--- src/rtl/vis_pkg.sv ---
// shared widths, defaults and the buffer word type for the visibility readout path

package vis_pkg;

   // --------------------------------------------------
   // datapath widths
   // --------------------------------------------------
   localparam int VIS_WIDTH    = 32;  // one visibility accumulator
   localparam int SAMPLE_WIDTH = 8;   // one incoming correlator sample

   // --------------------------------------------------
   // default sizes, overridden from vis_top
   // --------------------------------------------------
   localparam int DEF_VIS_COUNT = 16; // words per bank
   localparam int DEF_ADDR_BITS = 4;  // word address width

   // --------------------------------------------------
   // buffer word
   // --------------------------------------------------
   // the prefetcher writes and sums whole words
   // the host side picks single bytes out of the same word
   // byte 0 is the least significant one, so the host sees little-endian order
   typedef union packed {
      logic [VIS_WIDTH-1:0] word;   // whole visibility
      logic [3:0][7:0]      bytes;  // bytes[0] = word[7:0]
   } vis_word_u;

endpackage

--- src/rtl/correlator_bank.sv ---
`timescale 1ns/1ps

module correlator_bank #(
   parameter int VIS_COUNT = vis_pkg::DEF_VIS_COUNT,
   parameter int ADDR_BITS = vis_pkg::DEF_ADDR_BITS
) (
   input  logic                             clk_i,
   input  logic                             rst_n_i,
   // incoming samples
   input  logic                             sample_valid_i,
   input  logic [ADDR_BITS-1:0]             sample_idx_i,
   input  logic [vis_pkg::SAMPLE_WIDTH-1:0] sample_dat_i,
   // bank control
   input  logic                             swap_i,       // one-cycle pulse
   output logic                             switching_o,  // swap_i delayed by one
   // slave read bus, always sees the frozen bank
   input  logic                             cyc_i,
   input  logic                             stb_i,
   input  logic [ADDR_BITS-1:0]             adr_i,
   output logic                             ack_o,
   output logic [vis_pkg::VIS_WIDTH-1:0]    dat_o
);

   localparam logic [ADDR_BITS-1:0] LAST_IDX = ADDR_BITS'(VIS_COUNT - 1);

   logic [vis_pkg::VIS_WIDTH-1:0] bank_q [2][VIS_COUNT]; // two accumulator banks
   logic                          act_sel_q;             // bank taking samples
   logic                          frz_sel;               // bank read out
   logic                          clearing_q;            // wiping the new active bank
   logic [ADDR_BITS-1:0]          clr_cnt_q;
   logic                          acc_en;
   logic [vis_pkg::VIS_WIDTH-1:0] sample_ext;

   assign frz_sel    = ~act_sel_q;
   assign sample_ext = {{(vis_pkg::VIS_WIDTH - vis_pkg::SAMPLE_WIDTH){1'b0}}, sample_dat_i};
   assign acc_en     = sample_valid_i & ~swap_i & ~clearing_q; // samples dropped otherwise

   // --------------------------------------------------
   // bank select and clear sequencing
   // --------------------------------------------------
   always_ff @(posedge clk_i or negedge rst_n_i) begin
      if (!rst_n_i) begin
         act_sel_q   <= 1'b0;
         clearing_q  <= 1'b0;
         clr_cnt_q   <= '0;
         switching_o <= 1'b0;
      end else begin
         switching_o <= swap_i;
         if (swap_i) begin
            act_sel_q  <= ~act_sel_q;  // old bank freezes here
            clearing_q <= 1'b1;
            clr_cnt_q  <= '0;
         end else if (clearing_q) begin
            clr_cnt_q <= clr_cnt_q + ADDR_BITS'(1);
            if (clr_cnt_q == LAST_IDX) begin
               clearing_q <= 1'b0;       // last entry wiped this cycle
            end
         end
      end
   end

   // --------------------------------------------------
   // accumulators
   // --------------------------------------------------
   always_ff @(posedge clk_i or negedge rst_n_i) begin
      if (!rst_n_i) begin
         for (int i = 0; i < VIS_COUNT; i++) begin
            bank_q[0][i] <= '0;
            bank_q[1][i] <= '0;
         end
      end else if (clearing_q && !swap_i) begin
         bank_q[act_sel_q][clr_cnt_q] <= '0;  // one word per cycle
      end else if (acc_en) begin
         bank_q[act_sel_q][sample_idx_i] <= bank_q[act_sel_q][sample_idx_i] + sample_ext;
      end
   end

   // read port, single cycle ack
   always_ff @(posedge clk_i or negedge rst_n_i) begin
      if (!rst_n_i) begin
         ack_o <= 1'b0;
      end else begin
         ack_o <= cyc_i & stb_i;
      end
   end

   always_ff @(posedge clk_i) begin
      if (cyc_i && stb_i) begin
         dat_o <= bank_q[frz_sel][adr_i];
      end
   end

endmodule

--- src/rtl/vis_prefetch.sv ---
`timescale 1ns/1ps

module vis_prefetch #(
   parameter int VIS_COUNT = vis_pkg::DEF_VIS_COUNT,
   parameter int ADDR_BITS = vis_pkg::DEF_ADDR_BITS
) (
   input  logic                          clk_i,
   input  logic                          rst_n_i,
   input  logic                          begin_i,     // bank switch seen
   output logic                          ready_o,     // whole frame buffered
   output logic [vis_pkg::VIS_WIDTH-1:0] checksum_o,
   // master side, towards the correlator bank
   output logic                          a_cyc_o,
   output logic                          a_stb_o,
   output logic [ADDR_BITS-1:0]          a_adr_o,
   input  logic                          a_ack_i,
   input  logic [vis_pkg::VIS_WIDTH-1:0] a_dat_i,
   // buffer side, write only
   output logic                          b_stb_o,
   output logic [ADDR_BITS-1:0]          b_adr_o,
   output logic [vis_pkg::VIS_WIDTH-1:0] b_dat_o,
   input  logic                          b_ack_i
);

   localparam logic [1:0] ST_IDLE  = 2'd0;
   localparam logic [1:0] ST_FETCH = 2'd1;  // waiting on the correlator ack
   localparam logic [1:0] ST_STORE = 2'd2;  // waiting on the buffer ack

   localparam logic [ADDR_BITS-1:0] LAST_IDX = ADDR_BITS'(VIS_COUNT - 1);

   logic [1:0]           state_q;
   logic [ADDR_BITS-1:0] cnt_q;      // word being moved
   vis_pkg::vis_word_u   word_q;     // fetched word, held for the buffer write
   logic                 last_word;

   // same index on both sides, words land in order
   assign a_adr_o   = cnt_q;
   assign b_adr_o   = cnt_q;
   assign b_dat_o   = word_q.word;
   assign last_word = (cnt_q == LAST_IDX);

   // --------------------------------------------------
   // transfer FSM
   // --------------------------------------------------
   always_ff @(posedge clk_i or negedge rst_n_i) begin
      if (!rst_n_i) begin
         state_q    <= ST_IDLE;
         cnt_q      <= '0;
         ready_o    <= 1'b0;
         checksum_o <= '0;
         a_cyc_o    <= 1'b0;
         a_stb_o    <= 1'b0;
         b_stb_o    <= 1'b0;
      end else if (begin_i) begin
         // new frame, also restarts a running copy
         state_q    <= ST_FETCH;
         cnt_q      <= '0;
         ready_o    <= 1'b0;
         checksum_o <= '0;
         a_cyc_o    <= 1'b1;
         a_stb_o    <= 1'b1;
         b_stb_o    <= 1'b0;
      end else begin
         case (state_q)
            ST_FETCH: begin
               a_stb_o <= 1'b0;               // strobe is a single pulse
               if (a_ack_i) begin
                  b_stb_o <= 1'b1;
                  state_q <= ST_STORE;
               end
            end
            ST_STORE: begin
               b_stb_o <= 1'b0;
               if (b_ack_i) begin
                  checksum_o <= checksum_o + word_q.word; // wraps at 32 bits
                  if (last_word) begin
                     ready_o <= 1'b1;         // held until next begin_i
                     a_cyc_o <= 1'b0;
                     state_q <= ST_IDLE;
                  end else begin
                     cnt_q   <= cnt_q + ADDR_BITS'(1);
                     a_stb_o <= 1'b1;         // next request
                     state_q <= ST_FETCH;
                  end
               end
            end
            default: begin
               state_q <= ST_IDLE;
            end
         endcase
      end
   end

   // capture register
   always_ff @(posedge clk_i) begin
      if (state_q == ST_FETCH && a_ack_i) begin
         word_q <= a_dat_i;
      end
   end

endmodule

--- src/rtl/vis_readout.sv ---
`timescale 1ns/1ps

module vis_readout #(
   parameter int VIS_COUNT = vis_pkg::DEF_VIS_COUNT,
   parameter int ADDR_BITS = vis_pkg::DEF_ADDR_BITS
) (
   input  logic                          clk_i,
   input  logic                          rst_n_i,
   // status
   input  logic                          switching_i,
   output logic                          available_o,
   output logic [vis_pkg::VIS_WIDTH-1:0] checksum_o,
   // master bus to the correlator bank
   output logic                          cor_cyc_o,
   output logic                          cor_stb_o,
   output logic [ADDR_BITS-1:0]          cor_adr_o,
   input  logic                          cor_ack_i,
   input  logic [vis_pkg::VIS_WIDTH-1:0] cor_dat_i,
   // host byte bus, read only
   input  logic                          cyc_i,
   input  logic                          stb_i,
   input  logic [ADDR_BITS+1:0]          adr_i,
   output logic                          ack_o,
   output logic [7:0]                    byt_o
);

   // prefetcher to buffer
   logic                          buf_stb;
   logic [ADDR_BITS-1:0]          buf_adr;
   logic [vis_pkg::VIS_WIDTH-1:0] buf_dat;
   logic                          buf_ack;

   // copies the frozen bank after every switch
   vis_prefetch #(
      .VIS_COUNT (VIS_COUNT),
      .ADDR_BITS (ADDR_BITS)
   ) u_prefetch (
      .clk_i      (clk_i),
      .rst_n_i    (rst_n_i),
      .begin_i    (switching_i),
      .ready_o    (available_o),
      .checksum_o (checksum_o),
      .a_cyc_o    (cor_cyc_o),
      .a_stb_o    (cor_stb_o),
      .a_adr_o    (cor_adr_o),
      .a_ack_i    (cor_ack_i),
      .a_dat_i    (cor_dat_i),
      .b_stb_o    (buf_stb),
      .b_adr_o    (buf_adr),
      .b_dat_o    (buf_dat),
      .b_ack_i    (buf_ack)
   );

   // frame buffer, host reads one byte at a time
   vis_sram #(
      .VIS_COUNT (VIS_COUNT),
      .ADDR_BITS (ADDR_BITS)
   ) u_sram (
      .clk_i   (clk_i),
      .rst_n_i (rst_n_i),
      .a_stb_i (buf_stb),
      .a_adr_i (buf_adr),
      .a_dat_i (buf_dat),
      .a_ack_o (buf_ack),
      .b_cyc_i (cyc_i),
      .b_stb_i (stb_i),
      .b_adr_i (adr_i),
      .b_ack_o (ack_o),
      .b_byt_o (byt_o)
   );

endmodule

--- src/rtl/vis_sram.sv ---
`timescale 1ns/1ps

module vis_sram #(
   parameter int VIS_COUNT = vis_pkg::DEF_VIS_COUNT,
   parameter int ADDR_BITS = vis_pkg::DEF_ADDR_BITS
) (
   input  logic                          clk_i,
   input  logic                          rst_n_i,
   // port A, word writes from the prefetcher
   input  logic                          a_stb_i,
   input  logic [ADDR_BITS-1:0]          a_adr_i,
   input  logic [vis_pkg::VIS_WIDTH-1:0] a_dat_i,
   output logic                          a_ack_o,
   // port B, host byte reads
   input  logic                          b_cyc_i,
   input  logic                          b_stb_i,
   input  logic [ADDR_BITS+1:0]          b_adr_i,  // byte address
   output logic                          b_ack_o,
   output logic [7:0]                    b_byt_o
);

   vis_pkg::vis_word_u   mem_q [VIS_COUNT];
   logic [ADDR_BITS-1:0] b_word;   // word select
   logic [1:0]           b_lane;   // byte within word
   logic                 b_req;

   assign b_word = b_adr_i[ADDR_BITS+1:2];
   assign b_lane = b_adr_i[1:0];
   assign b_req  = b_cyc_i & b_stb_i;

   // --------------------------------------------------
   // storage and read data
   // --------------------------------------------------
   always_ff @(posedge clk_i) begin
      if (a_stb_i) begin
         mem_q[a_adr_i].word <= a_dat_i;
      end
      if (b_req) begin
         b_byt_o <= mem_q[b_word].bytes[b_lane];  // old data on a same-cycle write
      end
   end

   // handshakes
   always_ff @(posedge clk_i or negedge rst_n_i) begin
      if (!rst_n_i) begin
         a_ack_o <= 1'b0;
         b_ack_o <= 1'b0;
      end else begin
         a_ack_o <= a_stb_i;  // write done at the same edge
         b_ack_o <= b_req;
      end
   end

endmodule

--- src/rtl/vis_top.sv ---
`timescale 1ns/1ps

module vis_top #(
   parameter int VIS_COUNT = vis_pkg::DEF_VIS_COUNT,
   parameter int ADDR_BITS = vis_pkg::DEF_ADDR_BITS
) (
   input  logic                             clk_i,
   input  logic                             rst_n_i,
   // sample port
   input  logic                             sample_valid_i,
   input  logic [ADDR_BITS-1:0]             sample_idx_i,
   input  logic [vis_pkg::SAMPLE_WIDTH-1:0] sample_dat_i,
   input  logic                             swap_i,
   // frame status
   output logic                             available_o,
   output logic [vis_pkg::VIS_WIDTH-1:0]    checksum_o,
   // host port
   input  logic                             cyc_i,
   input  logic                             stb_i,
   input  logic [ADDR_BITS+1:0]             adr_i,
   output logic                             ack_o,
   output logic [7:0]                       byt_o
);

   logic                          switching;
   logic                          cor_cyc, cor_stb, cor_ack;
   logic [ADDR_BITS-1:0]          cor_adr;
   logic [vis_pkg::VIS_WIDTH-1:0] cor_dat;

   correlator_bank #(.VIS_COUNT(VIS_COUNT), .ADDR_BITS(ADDR_BITS)) u_corr (
      .clk_i (clk_i), .rst_n_i (rst_n_i),
      .sample_valid_i (sample_valid_i), .sample_idx_i (sample_idx_i),
      .sample_dat_i (sample_dat_i), .swap_i (swap_i), .switching_o (switching),
      .cyc_i (cor_cyc), .stb_i (cor_stb), .adr_i (cor_adr),
      .ack_o (cor_ack), .dat_o (cor_dat)
   );

   vis_readout #(.VIS_COUNT(VIS_COUNT), .ADDR_BITS(ADDR_BITS)) u_readout (
      .clk_i (clk_i), .rst_n_i (rst_n_i),
      .switching_i (switching), .available_o (available_o), .checksum_o (checksum_o),
      .cor_cyc_o (cor_cyc), .cor_stb_o (cor_stb), .cor_adr_o (cor_adr),
      .cor_ack_i (cor_ack), .cor_dat_i (cor_dat),
      .cyc_i (cyc_i), .stb_i (stb_i), .adr_i (adr_i), .ack_o (ack_o), .byt_o (byt_o)
   );

endmodule

--- config.mk ---
export PLATFORM = sky130hd
export DESIGN_NAME = vis_top
export DESIGN_NICKNAME = d
export VERILOG_FILES = /design/src/rtl/vis_pkg.sv /design/src/rtl/correlator_bank.sv /design/src/rtl/vis_prefetch.sv /design/src/rtl/vis_readout.sv /design/src/rtl/vis_sram.sv /design/src/rtl/vis_top.sv
export SDC_FILE = /design/constraint.sdc
export NUM_CORES = 2
export LEC_CHECK = 0
export ABC_CLOCK_PERIOD_IN_PS = 5450
export BUFFER_PORTS_ARGS = -buffer_cell sky130_fd_sc_hd__buf_2
export CORE_AREA = 2 2 373 375
export DETAILED_ROUTE_END_ITERATION = 12
export DIE_AREA = 0 0 375 377
export HOLD_SLACK_MARGIN = 0.12
export PLACE_DENSITY = 0.77
export SLEW_MARGIN = 20
export SYNTH_ARGS = -nofsm -noshare
export SYNTH_HDL_FRONTEND = slang
export SYNTH_SLANG_ARGS = --single-unit
--- constraint.sdc ---
create_clock -name clk_i -period 5.45 [get_ports clk_i]
set_clock_uncertainty 0.1 [all_clocks]
set_input_delay 1.09 -clock clk_i [delete_from_list [all_inputs] [get_ports clk_i]]
set_output_delay 1.09 -clock clk_i [all_outputs]
set_load 0.01 [all_outputs]
Word level (Yosys, flattened, before mapping)
Memory sizes are Yosys's and may differ from the RTL's.
Cells that the tools add are included.
{"block": "classes", "n_addsub": 4, "order_cmp": 9, "n_eq_ne": 8, "muxes": 59, "bitwise": 14, "reduce_logical": 19}
{"cell": "512-bit 2-to-1 mux", "count": 8}
{"cell": "1024-bit 2-to-1 mux", "count": 2}
{"cell": "1024-bit AND", "count": 1}
{"cell": "1024-bit bitwise mux", "count": 1}
{"cell": "512-bit demux with 1-bit select", "count": 2}
{"cell": "1024-bit NOT", "count": 1}
{"cell": "32-bit 2-to-1 mux", "count": 9}
{"cell": "32-bit binary-select mux with 4-bit select", "count": 2}
{"cell": "32-bit demux with 4-bit select", "count": 2}
{"cell": "32-bit adder", "count": 1}
{"cell": "32-bit by 8-bit adder with 32-bit output", "count": 1}
{"cell": "4-bit 2-to-1 mux", "count": 6}
{"cell": "1-bit 2-to-1 mux", "count": 19}
{"cell": "8-bit binary-select mux with 2-bit select", "count": 1}
{"cell": "5-bit greater-or-equal comparator (second input constant)", "count": 3}
{"cell": "4-bit NOT with 5-bit output", "count": 3}
{"cell": "5-bit by 1-bit < comparator with 1-bit output (second input constant)", "count": 2}
{"cell": "2-bit nonzero test", "count": 5}
{"cell": "3-bit inequality test (second input constant)", "count": 3}
{"cell": "3-bit AND reduction", "count": 3}
{"cell": "4-bit by 1-bit adder with 4-bit output (second input constant)", "count": 2}
{"cell": "4-bit equality test (second input constant)", "count": 2}
{"cell": "8-bit 2-to-1 mux", "count": 1}
{"cell": "1-bit logical AND", "count": 6}
{"cell": "other kinds (15)", "count": 27}
{"block": "word_totals", "ff_bits": 1148, "ram_bits": 512, "in_bits": 24, "output_inout_bits": 42, "elab_cells": 163, "memories": 1}
{"memory": "u_readout.u_sram.mem_q", "depth": 16, "word_bits": 32, "read_ports": 1, "rd_clocked_by_memory_dff": 0, "write_ports": 1, "line_no": "vis_sram.sv:22", "source": "vis_pkg::vis_word_u mem_q [VIS_COUNT];"}

Logic depth before layout (Yosys ltp)
{"block": "depth", "depth_word": 11, "mapped_depth": 27, "mapped_depth_nobuf": 16}

Cells and area by module
A second synthesis with hierarchy kept.
{"block": "hier_totals", "hier_cells": 6865, "area_unflattened_um2": 85723.5}
{"module": "correlator_bank", "instances": 1, "cells_per_inst": 5521, "area_per_inst_um2": 61245.0, "seq_area_each_um2": 26785.7}
{"module": "vis_sram", "instances": 1, "cells_per_inst": 891, "area_per_inst_um2": 20088.0, "seq_area_each_um2": 15665.0}
{"module": "vis_prefetch", "instances": 1, "cells_per_inst": 453, "area_per_inst_um2": 4390.5, "seq_area_each_um2": 2011.9}

Worst setup path before layout
OpenSTA, ideal clock, no wires.
{"block": "synth_timing", "path_type": "input to register", "startpoint": "in sample_idx_i[1]", "endpoint": "reg u_corr.bank_q[1021] in the netlist's numbering", "setup_ps": 74, "t_arrival_ps": 5828, "required_ps": 5276, "path_slack_ps": -552, "stages": 23, "path_buffers": 8, "cell_sequence": "buf_4 buf_6 buf_4 buf_4 buf_4 buf_2 buf_2 mux4_2 mux2i_1 nor2_1 nor4_1 inv_1 ha_1 a21o_1 a21o_1 a21oi_1 o21ai_0 nor4b_4 nand2_1 o31a_1 or2_4 buf_6 o21ai_2"}
{"block": "synth_via", "elab_chain_cells": 10, "word_cells_on_any_way": 15, "cone_classes": "add/sub: 1; order compare: 2; mux: 10; bitwise: 1; reduce/logical: 1"}
{"element": "start: declaration", "line_no": "vis_top.sv:11", "source": "input logic [ADDR_BITS-1:0] sample_idx_i,"}
{"element": "4-bit NOT with 5-bit output (not written as such) (*)", "line_no": "correlator_bank.sv:74", "source": "bank_q[act_sel_q][sample_idx_i] <= bank_q[act_sel_q][sample_idx_i] + sample_ext;"}
{"element": "branches (longest 6 deep; another with 32-bit by 8-bit adder with 32-bit output)"}
{"element": "1024-bit bitwise mux (*)", "line_no": "correlator_bank.sv:74"}
{"element": "1024-bit 2-to-1 mux (*)", "line_no": "correlator_bank.sv:73", "source": "end else if (acc_en) begin"}
{"element": "1024-bit 2-to-1 mux (*)", "line_no": "correlator_bank.sv:71", "source": "end else if (clearing_q && !swap_i) begin"}
{"element": "end signal: indexed assignment", "line_no": "correlator_bank.sv:74"}
{"element": "end: declaration", "line_no": "correlator_bank.sv:26", "source": "logic [vis_pkg::VIS_WIDTH-1:0] bank_q [2][VIS_COUNT];"}
Mark *: on every way between the ends. The select of a mux whose other input is x is not followed.
A chain may end at the register's enable or synchronous reset.

Worst setup path in the final report
{"block": "layout_timing", "startpoint": "reg u_corr.act_sel_q", "endpoint": "reg u_corr.bank_q[605] in the netlist's numbering"}
{"block": "layout_via", "elab_chain_cells": 11, "word_cells_on_any_way": 20, "cone_classes": "add/sub: 1; order compare: 2; mux: 13; bitwise: 3; reduce/logical: 1"}
{"element": "start: declaration", "line_no": "correlator_bank.sv:27", "source": "logic act_sel_q;"}
{"element": "start signal: assignment", "line_no": "correlator_bank.sv:50", "source": "act_sel_q <= ~act_sel_q;"}
{"element": "1-bit NOT with 2-bit output (not written as such) (*)", "line_no": "correlator_bank.sv:72, correlator_bank.sv:74"}
{"element": "512-bit 2-to-1 mux (not written as such) (3 in a row)", "line_no": "correlator_bank.sv:74"}
{"element": "32-bit binary-select mux with 4-bit select", "line_no": "correlator_bank.sv:74"}
{"element": "32-bit 2-to-1 mux (not written as such) (2 in a row)", "line_no": "correlator_bank.sv:74"}
{"element": "32-bit by 8-bit adder with 32-bit output", "line_no": "correlator_bank.sv:74"}
{"element": "1024-bit bitwise mux", "line_no": "correlator_bank.sv:74"}
{"element": "1024-bit 2-to-1 mux", "line_no": "correlator_bank.sv:73"}
{"element": "1024-bit 2-to-1 mux (*)", "line_no": "correlator_bank.sv:71"}
Every way passes the cells marked *; elsewhere a longest branch is shown, timed or not. The select of a mux whose other input is x is not followed.

==> metrics.csv <==
metric,value,unit
cts_root_buf,clkbuf_16,
power-per-cell-area,322,nW/um2
yosysTopAreaCell,dfrtp_1,
grt_use_total,37.6,%
synthTopCellsByArea,"dfrtp_1 (34%), edfxtp_1 (22%), mux4_2 (22%)",
grt_pass1_wl,383000,um
placement_rows,136,
critPathMaxStageDelay,0.78,ns
holdWs,0.320,ns
clock_latency,0.83,ns
drt_iter0_drc,8479,
cp_common_cell,buf_4,
dieArea,141000,um2
final_common_cell,dfrtp_1,
tightest_slew,1.30,ns
r2r_start,u_corr.act_sel_q,
max_freq,201,MHz
mostFrequentLayoutCells,"dfrtp_1 (1070), mux4_2 (767), edfxtp_1 (584)",
crit_end,u_corr.bank_q[605],
rsz0062_at_grt,false,
status,"complete, no violations",
worstPathArrival,5.57,ns
nNetsFinal,5472,
setup_viol,0,
busiest_layer,met2,
synth_cells,5340,
path_max_fanout,41,
switching_power,7.33,mW
area_growth,12.3,%
finalHoldViolations,0,
initial_utilization,57.9,%
cp_num_cells,17,
cpLargestDelayFamily,simple AND/OR/NAND/NOR gates,
slew_violations,0,
cp_cell_sequence,"buf_12, buf_4, mux4_2, mux2i_1, o22ai_1, or2_2, ha_1, o21ai_0, nand2b_1, nand2_1, nor4b_4, buf_4, nand2_2, o31a_1, or2_4, buf_4, o21ai_2",
cp.required,6.05,ns
gp_congestion,0.961,
synth_nets,5413,
portBuffers,65,
cp_slowest_cell,dfrtp_4,
internal-power,21.4,mW
cts.sinks,1660,
synthDistinctLibCells,81,
synth_top_area_share,33.9,%
synth_edf_count,584,
peakVddDrop,0.000302,V
cts_buffers,164,
fin_crit,4.96,ns
yosysSeqAreaShare,56.0,%
antenna_found_initial,10,
fp.dieW,375,um
p_total,28.7,mW
cts_tree,yes,
fin_util,65.1,%
grt_use_met3,14.1,%
worst-path-buf-inv,4,
drive_above_1_share,29.8,%
clockBufferDepth,3,
start_kind,flop,
r2r_cells,17,
overflow,0,
clk_pin_slew,0.06,ns
drv_cap,0,
core,137000,um2
cts_max_level,4,
worst-setup-path-type,reg2reg,
dr.pass1.iters,6,
ctsResizeCount,0,
wirelength,262000,um
cp-end-kind,flop,
yosysWarnings,0,
timing.rr.end,u_corr.bank_q[605],
hold_path_class,reg2reg,
clockPowerShare,40.8,%
synth_area,79400,um2
synth-main-ff-cell,dfrtp_1,
regToRegSetupSlack,0.49,ns
vias,55700,
power_frac_comb,12.0,%
swShare,25.5,%
ant_nets,0,
die_h,377,um
via_per_inst,7.59,
grt_max_degree,182,
dpl.hpwl,156000,um
drc_errors,0,
async_flop_share,64.8,%
synth_seq_cells,1660,
grt_pass1_vias,55900,
hold_path.startpoint,u_corr.dat_o[18],
critPathLaunch,u_corr.act_sel_q,
min_period_over_period,91.1,%
wl_per_cell,35.8,um
use_met1,47.4,%
power.leakage,35.5,nW
relSlewSlack,12.9,%
io_pins,66,
p_seq_share,47.1,%
synth.avg_cell_area,14.9,um2
use_met2,55.5,%
## synth_stat cells, drive strengths merged, types with 3 or more instances
library cell and count:
a211oi 9, mux4 767, clkbuf 330, o221ai 4, xnor2 24, mux2 23
o211ai 5, or2 27, or4 4, buf 169, o22a 3, a21o 13
nor2 125, o22ai 38, nor2b 16, or3 15, o21bai 7, a21boi 3
nand4b 3, mux2i 103, nand3b 12, nand2b 13, o32ai 4, and2 8
edfxtp 584, dfrtp 1076, a22o 536, o31a 3, a21oi 67, nand3 34
a31oi 15, nor3 32, nand2 601, nand4 15, xor2 26, o221a 4
ha 47, inv 23, o21a 9, o21ai 510, nor4 5
## power groups by stage
stage               Combinational [mW]  Sequential [mW]  Clock, mW
finish                            3.46             13.5       11.7
global route                      3.65             13.6       12.2
CTS                               3.45             13.5       11.8
detailed placement                3.43             13.8          0
global placement                  3.38             13.7          0
floorplan                         2.48             13.6          0
## worst min path at each step
| stage | endpoint | depth (start not counted) | slack, ns |
|---|---|---|---|
| global placement | u_readout.u_prefetch.b_dat_o[5] | 0 | 0.30 |
| floorplan | u_readout.u_prefetch.b_dat_o[0] | 0 | 0.30 |
| detailed placement | u_readout.u_prefetch.b_dat_o[15] | 0 | 0.31 |
| finish | u_readout.u_prefetch.b_dat_o[18] | 0 | 0.32 |
| CTS | u_readout.u_prefetch.b_dat_o[5] | 0 | 0.32 |
| global route | u_readout.u_prefetch.b_dat_o[23] | 0 | 0.34 |
## worst register-to-register path: stages, from the launching register on
cell      delay, ns
dfrtp_4        0.78
buf_12         0.39
buf_4          0.24
mux4_2         0.30
mux2i_1        0.36
o22ai_1        0.14
or2_2          0.30
ha_1           0.34
o21ai_0        0.11
nand2b_1       0.13
nand2_1        0.10
nor4b_4        0.20
buf_4          0.26
nand2_2        0.11
o31a_1         0.30
or2_4          0.34
buf_4          0.20
o21ai_2        0.14
## metrics by stage
step / cell area, um2 / cells / setup slack [ns] / TNS, ns
3_3_place_gp: 83600 / 7025 / -0.0618 / -0.684
2_1_floorplan: 79500 / 5340 / 0.0125 / 0
6_report: 89100 / 7337 / 0.487 / 0
5_1_grt: 89100 / 7330 / 0.219 / 0
3_5_place_dp: 83600 / 7025 / -0.0223 / -0.0379
4_1_cts: 89100 / 7328 / 0.578 / 0
## state kept, by name (all words and copies together) (netlist names)
name and flops:
u_corr.bank_q 1024, u_corr.switching_o 1, u_readout.u_prefetch.a_adr_o 4, u_readout.u_prefetch.state_q 2, u_readout.u_prefetch.b_stb_o 1, u_corr.ack_o 1, u_readout.u_prefetch.ready_o 1, u_corr.clearing_q 1
u_readout.u_sram.mem_q 512, u_readout.u_sram.b_ack_o 1, u_readout.u_prefetch.b_dat_o 32, u_readout.u_prefetch.checksum_o 32, u_readout.u_prefetch.a_stb_o 1, u_readout.u_sram.a_ack_o 1, u_readout.u_sram.b_byt_o 8, u_corr.clr_cnt_q 4
u_readout.u_prefetch.a_cyc_o 1, u_corr.act_sel_q 1, u_corr.dat_o 32
## cell type report
cell class	instances	area (um2)
Sequential cell	1660	44500
Clock buffer	231	4620
Multi-Input combinational cell	3158	33000
Timing Repair Buffer	392	3770
Tap cell	1794	2240
Clock inverter	71	851
Fill cell	9174	47900
Antenna cell	8	20.0
Inverter	23	88.8
## layer usage
metal / share of wire (%) / vias up
li1: - / 21100
met1: 33 / 28600
met2: 45 / 4884
met3: 15 / 1147
met4: 7.0 / 6
met5: 0.018 / -
## cells by family (layout without fill, tap and decap cells)
group | Yosys count | after routing | share of synthesized area, %
buf+inv | 522 | 717 | 3.04
compound gates | 1249 | 1249 | 11.1
simple gates | 917 | 917 | 5.00
flops | 1660 | 1660 | 56.0
other cells | 0 | 8 | 0
fa+ha+maj | 49 | 49 | 0.791
xor+xnor | 50 | 50 | 0.618
mux | 893 | 893 | 23.4
## what timing repair did
action	in CTS	in global routing
buffers inserted	0	0
setup endpoints to repair	0	0
hold buffers	1	0
endpoints found under the hold margin	22	0
Power figures use the tool's default switching activity.
